### src/design/mcmd_pkg.sv
// shared types for the linear page write encoder; command word is 32 bits, pause words use addr low bits
`default_nettype none

package mcmd_pkg;

    typedef logic [14:0] row_addr_t;     // memory row
    typedef logic [6:0]  col_addr_t;     // burst-aligned column, 3 zero lsbs appended on the bus
    typedef logic [2:0]  bank_t;         // bank address
    typedef logic [5:0]  xfer_len_t;     // requested bursts, 0 means 64
    typedef logic [6:0]  burst_cnt_t;    // remaining bursts, one extra bit to hold 64
    typedef logic [3:0]  step_addr_t;    // microcode ROM address
    typedef logic [2:0]  rcw_t;          // RAS/CAS/WE, positive logic

    localparam rcw_t RCW_NOP       = 3'd0;
    localparam rcw_t RCW_WRITE     = 3'd3;
    localparam rcw_t RCW_PRECHARGE = 3'd5;
    localparam rcw_t RCW_ACTIVATE  = 3'd4;

    typedef enum logic [1:0] {
        STEP_NOP       = 2'd0,
        STEP_WRITE     = 2'd1,
        STEP_PRECHARGE = 2'd2,
        STEP_ACTIVATE  = 2'd3
    } step_cmd_e;

    typedef struct packed {
        step_cmd_e   cmd;         // local command code
        logic [1:0]  pause;       // extra idle cycles on a pause word
        logic        nop_after;   // dual-cycle command, NOP follows
        logic        buf_rd;      // external buffer read strobe
        logic        dqs_toggle;
        logic        dq_dqs_en;
        logic        sel;         // half-cycle select
        logic        odt;
        logic        pre_done;    // last step of the sequence
        logic        buf_pgnext;  // advance buffer page
    } seq_step_t;

    typedef struct packed {
        row_addr_t   addr;        // row, column or pause count + done flag
        bank_t       bank;
        rcw_t        rcw;
        logic        odt_en;
        logic        cke;
        logic        sel;
        logic        dq_en;
        logic        dqs_en;
        logic        dqs_toggle;
        logic        dci;
        logic        buf_wr;
        logic        buf_rd;
        logic        nop;
        logic        buf_rst;
    } mcmd_word_t;

    localparam int PAUSE_DONE_BIT = 10;  // done flag position inside addr of a pause word

    localparam step_addr_t CUT_SINGLE_ADDR    = 4'd2;   // buffer read cut point for one burst
    localparam step_addr_t WRITE_ADDR1        = 4'd3;   // first write
    localparam step_addr_t CUT_DUAL_ADDR      = 4'd4;   // cut point for two bursts, also jump source
    localparam step_addr_t REPEAT_ADDR        = 4'd5;   // looping dual-cycle write
    localparam step_addr_t PRELAST_WRITE_ADDR = 4'd6;   // entry for three bursts
    localparam step_addr_t LAST_WRITE_ADDR    = 4'd8;   // entry for two bursts
    localparam step_addr_t NO_WRITE_ADDR      = 4'd10;  // entry for a single burst

    localparam logic WSEL = 1'b0;  // half-cycle used for writes

endpackage

`default_nettype wire

### src/design/wr_seq_fsm.sv
// run FSM and ROM address stepper; start must not arrive while a sequence is running
`default_nettype none

module wr_seq_fsm (
    input  wire logic                 clk,
    input  wire logic                 mrst,
    input  wire logic                 start,
    input  wire mcmd_pkg::seq_step_t  step,
    input  wire logic                 loop_more,
    input  wire logic                 few_write,
    input  wire logic                 single_write,
    input  wire logic                 dual_write,
    output logic                      gen_run,
    output mcmd_pkg::step_addr_t      gen_addr,
    output logic                      write_slot
);
    import mcmd_pkg::*;

    typedef enum logic {
        IDLE,
        RUN
    } run_state_e;

    run_state_e  state;
    step_addr_t  jump_addr;   // shortcut target for 1..3 bursts
    logic        pre_done;    // final ROM step reached

    assign gen_run    = (state == RUN);
    assign pre_done   = step.pre_done && gen_run;
    assign write_slot = gen_run && ((gen_addr == WRITE_ADDR1) || (gen_addr == REPEAT_ADDR));

    always_ff @(posedge clk) begin
        if (mrst) begin
            state <= IDLE;
        end else begin
            case (state)
                IDLE: if (start) state <= RUN;
                RUN:  if (pre_done) state <= IDLE;    // stop flag comes out of the ROM
                default: state <= IDLE;
            endcase
        end
    end

    // address walk, pointer overruns one past the last step before stopping
    always_ff @(posedge clk) begin
        if (mrst) begin
            gen_addr <= '0;
        end else if (!start && !gen_run) begin
            gen_addr <= '0;                           // park on ACTIVATE
        end else if ((gen_addr == CUT_DUAL_ADDR) && few_write) begin
            gen_addr <= jump_addr;                    // skip the loop for short requests
        end else if ((gen_addr != REPEAT_ADDR) || !loop_more) begin
            gen_addr <= gen_addr + 4'd1;
        end
    end

    always_ff @(posedge clk) begin
        if (mrst) begin
            jump_addr <= '0;
        end else begin
            jump_addr <= single_write ? NO_WRITE_ADDR :
                         (dual_write ? LAST_WRITE_ADDR : PRELAST_WRITE_ADDR);
        end
    end

    // a new request only after the current one has finished
    a_no_start_in_run: assert property (@(posedge clk) disable iff (mrst)
        gen_run |-> !start);

    // past address 14 the ROM must already show pre_done and the run must end
    a_addr_in_range: assert property (@(posedge clk) disable iff (mrst)
        (gen_run && (gen_addr > step_addr_t'(14))) |-> (step.pre_done ##1 !gen_run));

endmodule

`default_nettype wire

### src/design/burst_counter.sv
// burst countdown and column stepping; flags are valid from the second cycle after start
`default_nettype none

module burst_counter (
    input  wire logic                 clk,
    input  wire logic                 mrst,
    input  wire logic                 start,
    input  wire mcmd_pkg::xfer_len_t  num128_in,
    input  wire mcmd_pkg::col_addr_t  start_col,
    input  wire logic                 gen_run,
    input  wire logic                 write_slot,
    input  wire mcmd_pkg::seq_step_t  step,
    output logic                      loop_more,
    output logic                      few_write,
    output logic                      single_write,
    output logic                      dual_write,
    output mcmd_pkg::col_addr_t       col
);
    import mcmd_pkg::*;

    burst_cnt_t  num128;    // bursts left to issue
    logic        start_d;   // flags sampled one cycle after load

    assign loop_more = (num128[6:2] != '0);   // four or more left

    always_ff @(posedge clk) begin
        if (mrst) begin
            num128       <= '0;
            start_d      <= 1'b0;
            single_write <= 1'b0;
            dual_write   <= 1'b0;
            few_write    <= 1'b0;
        end else begin
            start_d <= start;
            if (start) begin
                num128 <= {(num128_in == '0), num128_in};   // 0 expands to 64
            end else if (!gen_run) begin
                num128 <= '0;
            end else if (write_slot) begin
                num128 <= num128 - 7'd1;
            end
            if (start_d) begin
                single_write <= (num128[6:1] == '0);          // zero not possible here
                dual_write   <= (num128 == 7'd2);
                few_write    <= (num128[6:2] == '0);          // 1, 2 or 3
            end
        end
    end

    // column bumps after every write step goes out
    always_ff @(posedge clk) begin
        if (start) begin
            col <= start_col;
        end else if (step.cmd == STEP_WRITE) begin
            col <= col + 7'd1;
        end
    end

    // the FSM must not ask for more writes than were requested
    a_no_underflow: assert property (@(posedge clk) disable iff (mrst)
        write_slot |-> (num128 != '0));

endmodule

`default_nettype wire

### src/design/seq_rom.sv
// registered microcode table, output lags the address by one clock; unused addresses read NOP
`default_nettype none

module seq_rom (
    input  wire logic                  clk,
    input  wire logic                  mrst,
    input  wire mcmd_pkg::step_addr_t  gen_addr,
    output mcmd_pkg::seq_step_t        step
);
    import mcmd_pkg::*;

    seq_step_t rom_w;

    // positional order matches seq_step_t fields
    function automatic seq_step_t mk_step(step_cmd_e cmd, logic [1:0] pause, logic nop_after,
                                          logic buf_rd, logic dqs_toggle, logic dq_dqs_en,
                                          logic sel, logic odt, logic pre_done,
                                          logic buf_pgnext);
        return '{cmd, pause, nop_after, buf_rd, dqs_toggle, dq_dqs_en, sel, odt, pre_done,
                 buf_pgnext};
    endfunction

    //                                 cmd          pse   nop   rd    tgl   en    sel   odt   pd    pg
    always_comb begin
        case (gen_addr)
            4'd0:  rom_w = mk_step(STEP_ACTIVATE, 2'd0, 1'b0, 1'b1, 1'b0, 1'b0, 1'b0, 1'b0, 1'b0, 1'b0);
            4'd1:  rom_w = mk_step(STEP_NOP,      2'd0, 1'b0, 1'b1, 1'b0, 1'b0, 1'b0, 1'b0, 1'b0, 1'b0);
            4'd2:  rom_w = mk_step(STEP_NOP,      2'd0, 1'b0, 1'b1, 1'b0, 1'b0, 1'b0, 1'b0, 1'b0, 1'b0);
            4'd3:  rom_w = mk_step(STEP_WRITE,    2'd0, 1'b0, 1'b1, 1'b0, 1'b0, WSEL, 1'b1, 1'b0, 1'b0);
            4'd4:  rom_w = mk_step(STEP_NOP,      2'd0, 1'b0, 1'b1, 1'b0, 1'b0, 1'b0, 1'b1, 1'b0, 1'b0);
            4'd5:  rom_w = mk_step(STEP_WRITE,    2'd0, 1'b1, 1'b1, 1'b1, 1'b1, WSEL, 1'b1, 1'b0, 1'b0);
            4'd6:  rom_w = mk_step(STEP_WRITE,    2'd0, 1'b0, 1'b1, 1'b1, 1'b1, WSEL, 1'b1, 1'b0, 1'b0);
            4'd7:  rom_w = mk_step(STEP_NOP,      2'd0, 1'b0, 1'b0, 1'b1, 1'b1, WSEL, 1'b1, 1'b0, 1'b0);
            4'd8:  rom_w = mk_step(STEP_WRITE,    2'd0, 1'b0, 1'b0, 1'b1, 1'b1, WSEL, 1'b1, 1'b0, 1'b0);
            4'd9:  rom_w = mk_step(STEP_NOP,      2'd0, 1'b0, 1'b0, 1'b1, 1'b1, 1'b0, 1'b1, 1'b0, 1'b0);
            4'd10: rom_w = mk_step(STEP_NOP,      2'd2, 1'b0, 1'b0, 1'b1, 1'b1, 1'b0, 1'b1, 1'b0, 1'b0);
            4'd11: rom_w = mk_step(STEP_NOP,      2'd2, 1'b0, 1'b0, 1'b0, 1'b0, 1'b0, 1'b0, 1'b0, 1'b0);
            4'd12: rom_w = mk_step(STEP_PRECHARGE, 2'd0, 1'b0, 1'b0, 1'b0, 1'b0, 1'b0, 1'b0, 1'b0, 1'b1);
            4'd13: rom_w = mk_step(STEP_NOP,      2'd2, 1'b0, 1'b0, 1'b0, 1'b0, 1'b0, 1'b0, 1'b0, 1'b0);
            4'd14: rom_w = mk_step(STEP_NOP,      2'd0, 1'b0, 1'b0, 1'b0, 1'b0, 1'b0, 1'b0, 1'b1, 1'b0);
            default: rom_w = mk_step(STEP_NOP,    2'd0, 1'b0, 1'b0, 1'b0, 1'b0, 1'b0, 1'b0, 1'b0, 1'b0);
        endcase
    end

    always_ff @(posedge clk) begin
        if (mrst) begin
            step <= '0;
        end else begin
            step <= rom_w;      // 3 is single-cycle, 5 loops, 6 and 8 finish the burst train
        end
    end

endmodule

`default_nettype wire

### src/design/cmd_word_encoder.sv
// packs ROM steps into command words; row, bank and skip are sampled only on start
`default_nettype none

module cmd_word_encoder (
    input  wire logic                  clk,
    input  wire logic                  mrst,
    input  wire logic                  start,
    input  wire mcmd_pkg::bank_t       bank_in,
    input  wire mcmd_pkg::row_addr_t   row_in,
    input  wire logic                  skip_next_page_in,
    input  wire logic                  gen_run,
    input  wire mcmd_pkg::seq_step_t   step,
    input  wire mcmd_pkg::col_addr_t   col,
    input  wire logic                  single_write,
    input  wire logic                  dual_write,
    input  wire mcmd_pkg::step_addr_t  gen_addr,
    output mcmd_pkg::mcmd_word_t       enc_cmd,
    output logic                       enc_wr,
    output logic                       enc_done
);
    import mcmd_pkg::*;

    row_addr_t   row;
    bank_t       bank;
    logic        skip_next_page;
    logic        cut_buf_rd;     // sticky, holds buf_rd low until the read run ends
    logic        cut_here;
    rcw_t        rcw_w;
    mcmd_word_t  word_w;

    assign cut_here = single_write ? (gen_addr == CUT_SINGLE_ADDR) :
                      (dual_write && (gen_addr == CUT_DUAL_ADDR));

    always_ff @(posedge clk) begin
        if (start) begin
            row            <= row_in;
            bank           <= bank_in;
            skip_next_page <= skip_next_page_in;
        end
    end

    always_comb begin
        case (step.cmd)
            STEP_WRITE:     rcw_w = RCW_WRITE;
            STEP_PRECHARGE: rcw_w = RCW_PRECHARGE;
            STEP_ACTIVATE:  rcw_w = RCW_ACTIVATE;
            default:        rcw_w = RCW_NOP;
        endcase
    end

    always_comb begin
        word_w            = '0;                   // cke, dci, buf_wr stay low
        word_w.bank       = bank;
        word_w.odt_en     = step.odt;
        word_w.sel        = step.sel;
        word_w.dq_en      = step.dq_dqs_en;
        word_w.dqs_en     = step.dq_dqs_en;
        word_w.dqs_toggle = step.dqs_toggle;
        word_w.buf_rd     = step.buf_rd && !cut_buf_rd;
        word_w.buf_rst    = step.buf_pgnext && !skip_next_page;
        if (step.cmd == STEP_NOP) begin
            word_w.rcw                  = RCW_NOP;
            word_w.addr[1:0]            = step.pause;       // pause word
            word_w.addr[PAUSE_DONE_BIT] = step.pre_done;
        end else begin
            word_w.rcw  = rcw_w;
            word_w.addr = (step.cmd == STEP_WRITE) ? row_addr_t'({col, 3'b000}) : row;
            word_w.nop  = step.nop_after;
        end
    end

    always_ff @(posedge clk) begin
        if (mrst) begin
            enc_cmd    <= '0;
            enc_wr     <= 1'b0;
            enc_done   <= 1'b0;
            cut_buf_rd <= 1'b0;
        end else begin
            enc_wr     <= gen_run;
            enc_done   <= enc_wr && !gen_run;   // trailing edge of the word stream
            cut_buf_rd <= step.buf_rd && (cut_buf_rd || cut_here);
            if (gen_run) begin
                enc_cmd <= word_w;
            end
        end
    end

endmodule

`default_nettype wire

### src/design/linear_wr_encoder.sv
// linear page write command generator; no back-pressure, one word per clock while enc_wr is high
`default_nettype none

module linear_wr_encoder (
    input  wire logic                 clk,
    input  wire logic                 mrst,
    input  wire logic                 start,
    input  wire mcmd_pkg::bank_t      bank_in,
    input  wire mcmd_pkg::row_addr_t  row_in,
    input  wire mcmd_pkg::col_addr_t  start_col,
    input  wire mcmd_pkg::xfer_len_t  num128_in,
    input  wire logic                 skip_next_page_in,
    output mcmd_pkg::mcmd_word_t      enc_cmd,
    output logic                      enc_wr,
    output logic                      enc_done
);
    import mcmd_pkg::*;

    logic        gen_run;
    step_addr_t  gen_addr;
    logic        write_slot;
    seq_step_t   step;
    logic        loop_more;
    logic        few_write;
    logic        single_write;
    logic        dual_write;
    col_addr_t   col;

    wr_seq_fsm fsm_i (
        .clk, .mrst, .start, .step, .loop_more, .few_write, .single_write, .dual_write,
        .gen_run, .gen_addr, .write_slot
    );

    burst_counter cnt_i (
        .clk, .mrst, .start, .num128_in, .start_col, .gen_run, .write_slot, .step,
        .loop_more, .few_write, .single_write, .dual_write, .col
    );

    seq_rom rom_i (
        .clk, .mrst, .gen_addr, .step
    );

    cmd_word_encoder enc_i (
        .clk, .mrst, .start, .bank_in, .row_in, .skip_next_page_in, .gen_run, .step, .col,
        .single_write, .dual_write, .gen_addr, .enc_cmd, .enc_wr, .enc_done
    );

endmodule

`default_nettype wire

### config.mk
export PLATFORM = sky130hd
export DESIGN_NAME = linear_wr_encoder
export DESIGN_NICKNAME = d
export VERILOG_FILES = /design/src/design/mcmd_pkg.sv /design/src/design/wr_seq_fsm.sv /design/src/design/burst_counter.sv /design/src/design/seq_rom.sv /design/src/design/cmd_word_encoder.sv /design/src/design/linear_wr_encoder.sv
export SDC_FILE = /design/constraint.sdc
export NUM_CORES = 1
export LEC_CHECK = 0
export BUFFER_PORTS_ARGS = -buffer_cell sky130_fd_sc_hd__buf_2
export CORE_MARGIN = 2
export CORE_UTILIZATION = 25
export CTS_CLUSTER_SIZE = 8
export DETAILED_ROUTE_END_ITERATION = 10
export SYNTH_ARGS = -nofsm -noshare
export SYNTH_HDL_FRONTEND = slang
export SYNTH_SLANG_ARGS = --single-unit
### constraint.sdc
create_clock -name clk -period 2.71 [get_ports clk]
set_input_delay 0.271 -clock clk [delete_from_list [all_inputs] [get_ports clk]]
set_output_delay 0.271 -clock clk [all_outputs]
set_load 0.005 [all_outputs]
==> run_results.csv <==
group,metric,value,unit
cells_and_area,final_cell_mix,"sky130_fd_sc_hd__buf_2, sky130_fd_sc_hd__dfxtp_1, sky130_fd_sc_hd__nand2_1, sky130_fd_sc_hd__nor2_1, sky130_fd_sc_hd__edfxtp_1",
synthesis,synthesis.yosys.warnings,0,
floorplanning,placement_rows,43,
clock_tree,cts-hold-fix-buffers,0,
synthesis,ys_ff_latch,83,
sta,rsz_0062_raised_after_global_routing,"false",
synthesis,ys_seq_area_frac,0.545,
pwr,power-per-cell-area,754,nW/µm²
routing,detail_route.vias_per_cell,4.43,
cells_and_area,final_core_utilization,0.315,
placement,hpwl,5660,µm
placement,pre_cts_ws,0.907,ns
flow_run,cap_violations,0,
global_route,globalRouteOverflowTotal,0,
synthesis,netlist_top_cells_area,"sky130_fd_sc_hd__dfxtp_1, sky130_fd_sc_hd__edfxtp_1, sky130_fd_sc_hd__ha_1",
sta,min_period_over_period,0.661,
pwr,leakage,1.74,nW
critical_path,worstPathArrival,2.07,ns
synthesis,synth-edff-count,26,
synthesis,yosys.area.top_type,"sky130_fd_sc_hd__dfxtp_1",
critical_path,worstSetupPathType,"reg -> reg",
clock_tree,cts.repair_timing.setup_buffer_count,0,
clock_tree,ctsRootBufferMaster,"sky130_fd_sc_hd__clkbuf_16",
placement,io_buffers,64,
routing,via_count,2541,
floorplanning,start_util,0.255,
clock_tree,ctsHtreeMaxLevel,3,
global_route,antenna_found_initial,0,
sta,setup_violations,0,
cells_and_area,layout_commonest_cell,"sky130_fd_sc_hd__buf_2",
sta,final.min_clock_period,1.79,ns
cells_and_area,fraction_of_layout_instances_using_a_drive_strength_above_1,0.241,
clock_tree,tritoncts,"yes",
sta,totalNegativeSetupSlack,0,ns
routing,wl_per_cell,13.7,µm
synthesis,synthesis.instances,328,
clock_tree,cts_resized,0,
cells_and_area,diode_insertion_count_for_antenna_repair,0,
sta,worst_slew_pin_slew,0.928,ns
routing,antenna_left,0,
clock_tree,clock_latency,0.34,ns
critical_path,setup.worst_path.end_class,"flip-flop",
sta,timing_max_transition_violations_final,0,
routing,dr.first_iter.drc_count,139,
synthesis,commonest_register_cell_after_synthesis,"sky130_fd_sc_hd__dfxtp_1",
floorplanning,i_o_pins,69,
global_route,via_count_of_the_first_global_routing_pass,2503,
cells_and_area,area_growth_syn_to_layout,23.4,%
critical_path,wp_data_required,2.99,ns
run_status,run_status,"finished, final reports clean",
critical_path,cp_max_fo,17,
clock_tree,number_of_buffers_created_by_cts,9,
synthesis,yosysTopAreaCellShare,0.324,
pwr,irDropWorstVdd,375,µV
synthesis,total_standard_cell_area_after_synthesis,3520,µm²
synthesis,netlist-cell-type-count,53,
floorplanning,die_h,123,µm
hold_path,worst_min_delay_path_category,"in -> reg",
clock_tree,clock_path_buffers,2,
sta,finalWorstSetupSlack,0.919,ns
synthesis,async_reset_ff_frac,0,
clock_tree,numClockSinks,83,
synthesis,avgSynthCellArea,10.7,µm²
placement,final_wtd_congestion,0.811,
global_route,wire_length_of_the_first_global_routing_pass,12600,µm
critical_path,worst_setup_path_start_kind,"flip-flop",
floorplanning,chipWidth,123,µm
cells_and_area,final_net_count,439,
sta,max_freq,558,MHz
routing,finalWirelength,7870,µm
sta,hold_viol,0,
clock_tree,cts.clk_slew.worst_paths,0.06,ns
floorplanning,placeableCoreArea,13800,µm²
sta,finClkSkew,0.00581,ns
routing,detail_route.drc_violations,0,
global_route,pin_count_of_the_biggest_net_entering_global_routing,40,
placement,placedCellCount,558,
cells_and_area,instances_no_fill,574,
routing,drt_pass1_iterations,4,
sta,worst_slew_margin_rel,0.379,
global_route,gr-usage-all-layers,0.111,
floorplanning,design.die.area,15100,µm²
[critical path, cell delays in order, from the launching register on]
cell,delay [ns]
sky130_fd_sc_hd__dfxtp_1,0.52
sky130_fd_sc_hd__buf_4,0.30
sky130_fd_sc_hd__or3b_1,0.55
sky130_fd_sc_hd__nor2_4,0.19
sky130_fd_sc_hd__a22o_1,0.16
[worst paths after layout]
kind                      start                 to  slack [ns]  cells past startpoint
setup / recovery  fsm_i.gen_run  enc_i.enc_cmd[29]        0.92                      4
hold / removal        row_in[3]       enc_i.row[3]        0.11                      1
setup reg to reg  fsm_i.gen_run  enc_i.enc_cmd[29]        0.92                      4
hold reg to reg   rom_i.step[1]      fsm_i.gen_run        0.44                      1
[stage by stage]
| stage | area (µm²) | hold slack [ns] | power [mW] |
|---|---|---|---|
| 2_1_floorplan | 3540 | 0.350 | 1.72 |
| 3_3_place_gp | 3990 | 0.434 | 1.85 |
| 3_5_place_dp | 3990 | 0.439 | 1.86 |
| 4_1_cts | 4350 | 0.0920 | 3.32 |
| 5_1_grt | 4350 | 0.0918 | 3.42 |
| 6_report | 4350 | 0.106 | 3.28 |
[layer usage]
layer,vias to the layer above,track usage,part of all wire
li1,1269,-,-
met1,1185,0.140,0.44
met2,77,0.177,0.48
met3,10,0.0418,0.066
met4,0,0.0323,0.011
met5,-,0,0
[cell type report]
cell class / count / area, µm²
clock buffer: 11 / 254
clock inverter: 5 / 108
fill: 1420 / 9480
inverter: 12 / 45.0
multi-input combinational: 217 / 1460
sequential: 83 / 1920
tap: 180 / 225
timing repair buffer: 66 / 335
[power by group]
group,switching [mW],internal [mW]
Combinational,0.199,0.165
Clock,0.494,0.959
Sequential,0.0766,1.39
Total,0.770,2.51
[state kept, by name, indices dropped and copies added (netlist names)]
name / cells
cnt_i.col: 7
cnt_i.dual_write: 1
cnt_i.few_write: 1
cnt_i.num128: 7
cnt_i.single_write: 1
cnt_i.start_d: 1
enc_i.bank: 3
enc_i.cut_buf_rd: 1
enc_i.enc_cmd: 26
enc_i.enc_done: 1
enc_i.enc_wr: 1
enc_i.row: 15
enc_i.skip_next_page: 1
fsm_i.gen_addr: 4
fsm_i.gen_run: 1
fsm_i.jump_addr: 3
rom_i.step: 9
[kinds of logic after synthesis]
group,synth area share
xor+xnor,0.0174
simple gates,0.165
mux,0.0550
buf+inv,0.0437
fa+ha+maj,0.0532
other cells,0.00106
flops,0.545
compound gates,0.120
[synthesized netlist by cell type, types with 2 or more instances]
| cell type | instances |
|---|---|
| sky130_fd_sc_hd__xor2_1 | 3 |
| sky130_fd_sc_hd__and3_1 | 3 |
| sky130_fd_sc_hd__dfxtp_1 | 57 |
| sky130_fd_sc_hd__nor2b_1 | 9 |
| sky130_fd_sc_hd__o31ai_1 | 2 |
| sky130_fd_sc_hd__a211oi_1 | 3 |
| sky130_fd_sc_hd__nor2_1 | 26 |
| sky130_fd_sc_hd__a41o_1 | 2 |
| sky130_fd_sc_hd__inv_1 | 12 |
| sky130_fd_sc_hd__a21oi_1 | 18 |
| sky130_fd_sc_hd__a31oi_1 | 2 |
| sky130_fd_sc_hd__ha_1 | 15 |
| sky130_fd_sc_hd__nor2_4 | 3 |
| sky130_fd_sc_hd__edfxtp_1 | 26 |
| sky130_fd_sc_hd__a22o_1 | 5 |
| sky130_fd_sc_hd__o21ai_0 | 20 |
| sky130_fd_sc_hd__clkbuf_1 | 6 |
| sky130_fd_sc_hd__nor3_1 | 6 |
| sky130_fd_sc_hd__nand2b_1 | 8 |
| sky130_fd_sc_hd__nand3b_1 | 4 |
| sky130_fd_sc_hd__a21o_1 | 2 |
| sky130_fd_sc_hd__nor4_1 | 3 |
| sky130_fd_sc_hd__nand2_1 | 26 |
| sky130_fd_sc_hd__a211oi_2 | 3 |
| sky130_fd_sc_hd__nand3_1 | 8 |
| sky130_fd_sc_hd__xnor2_1 | 4 |
| sky130_fd_sc_hd__buf_4 | 6 |
| sky130_fd_sc_hd__mux2i_1 | 16 |
| sky130_fd_sc_hd__buf_2 | 6 |
Note: power is estimated with default switching activity, not from simulation.
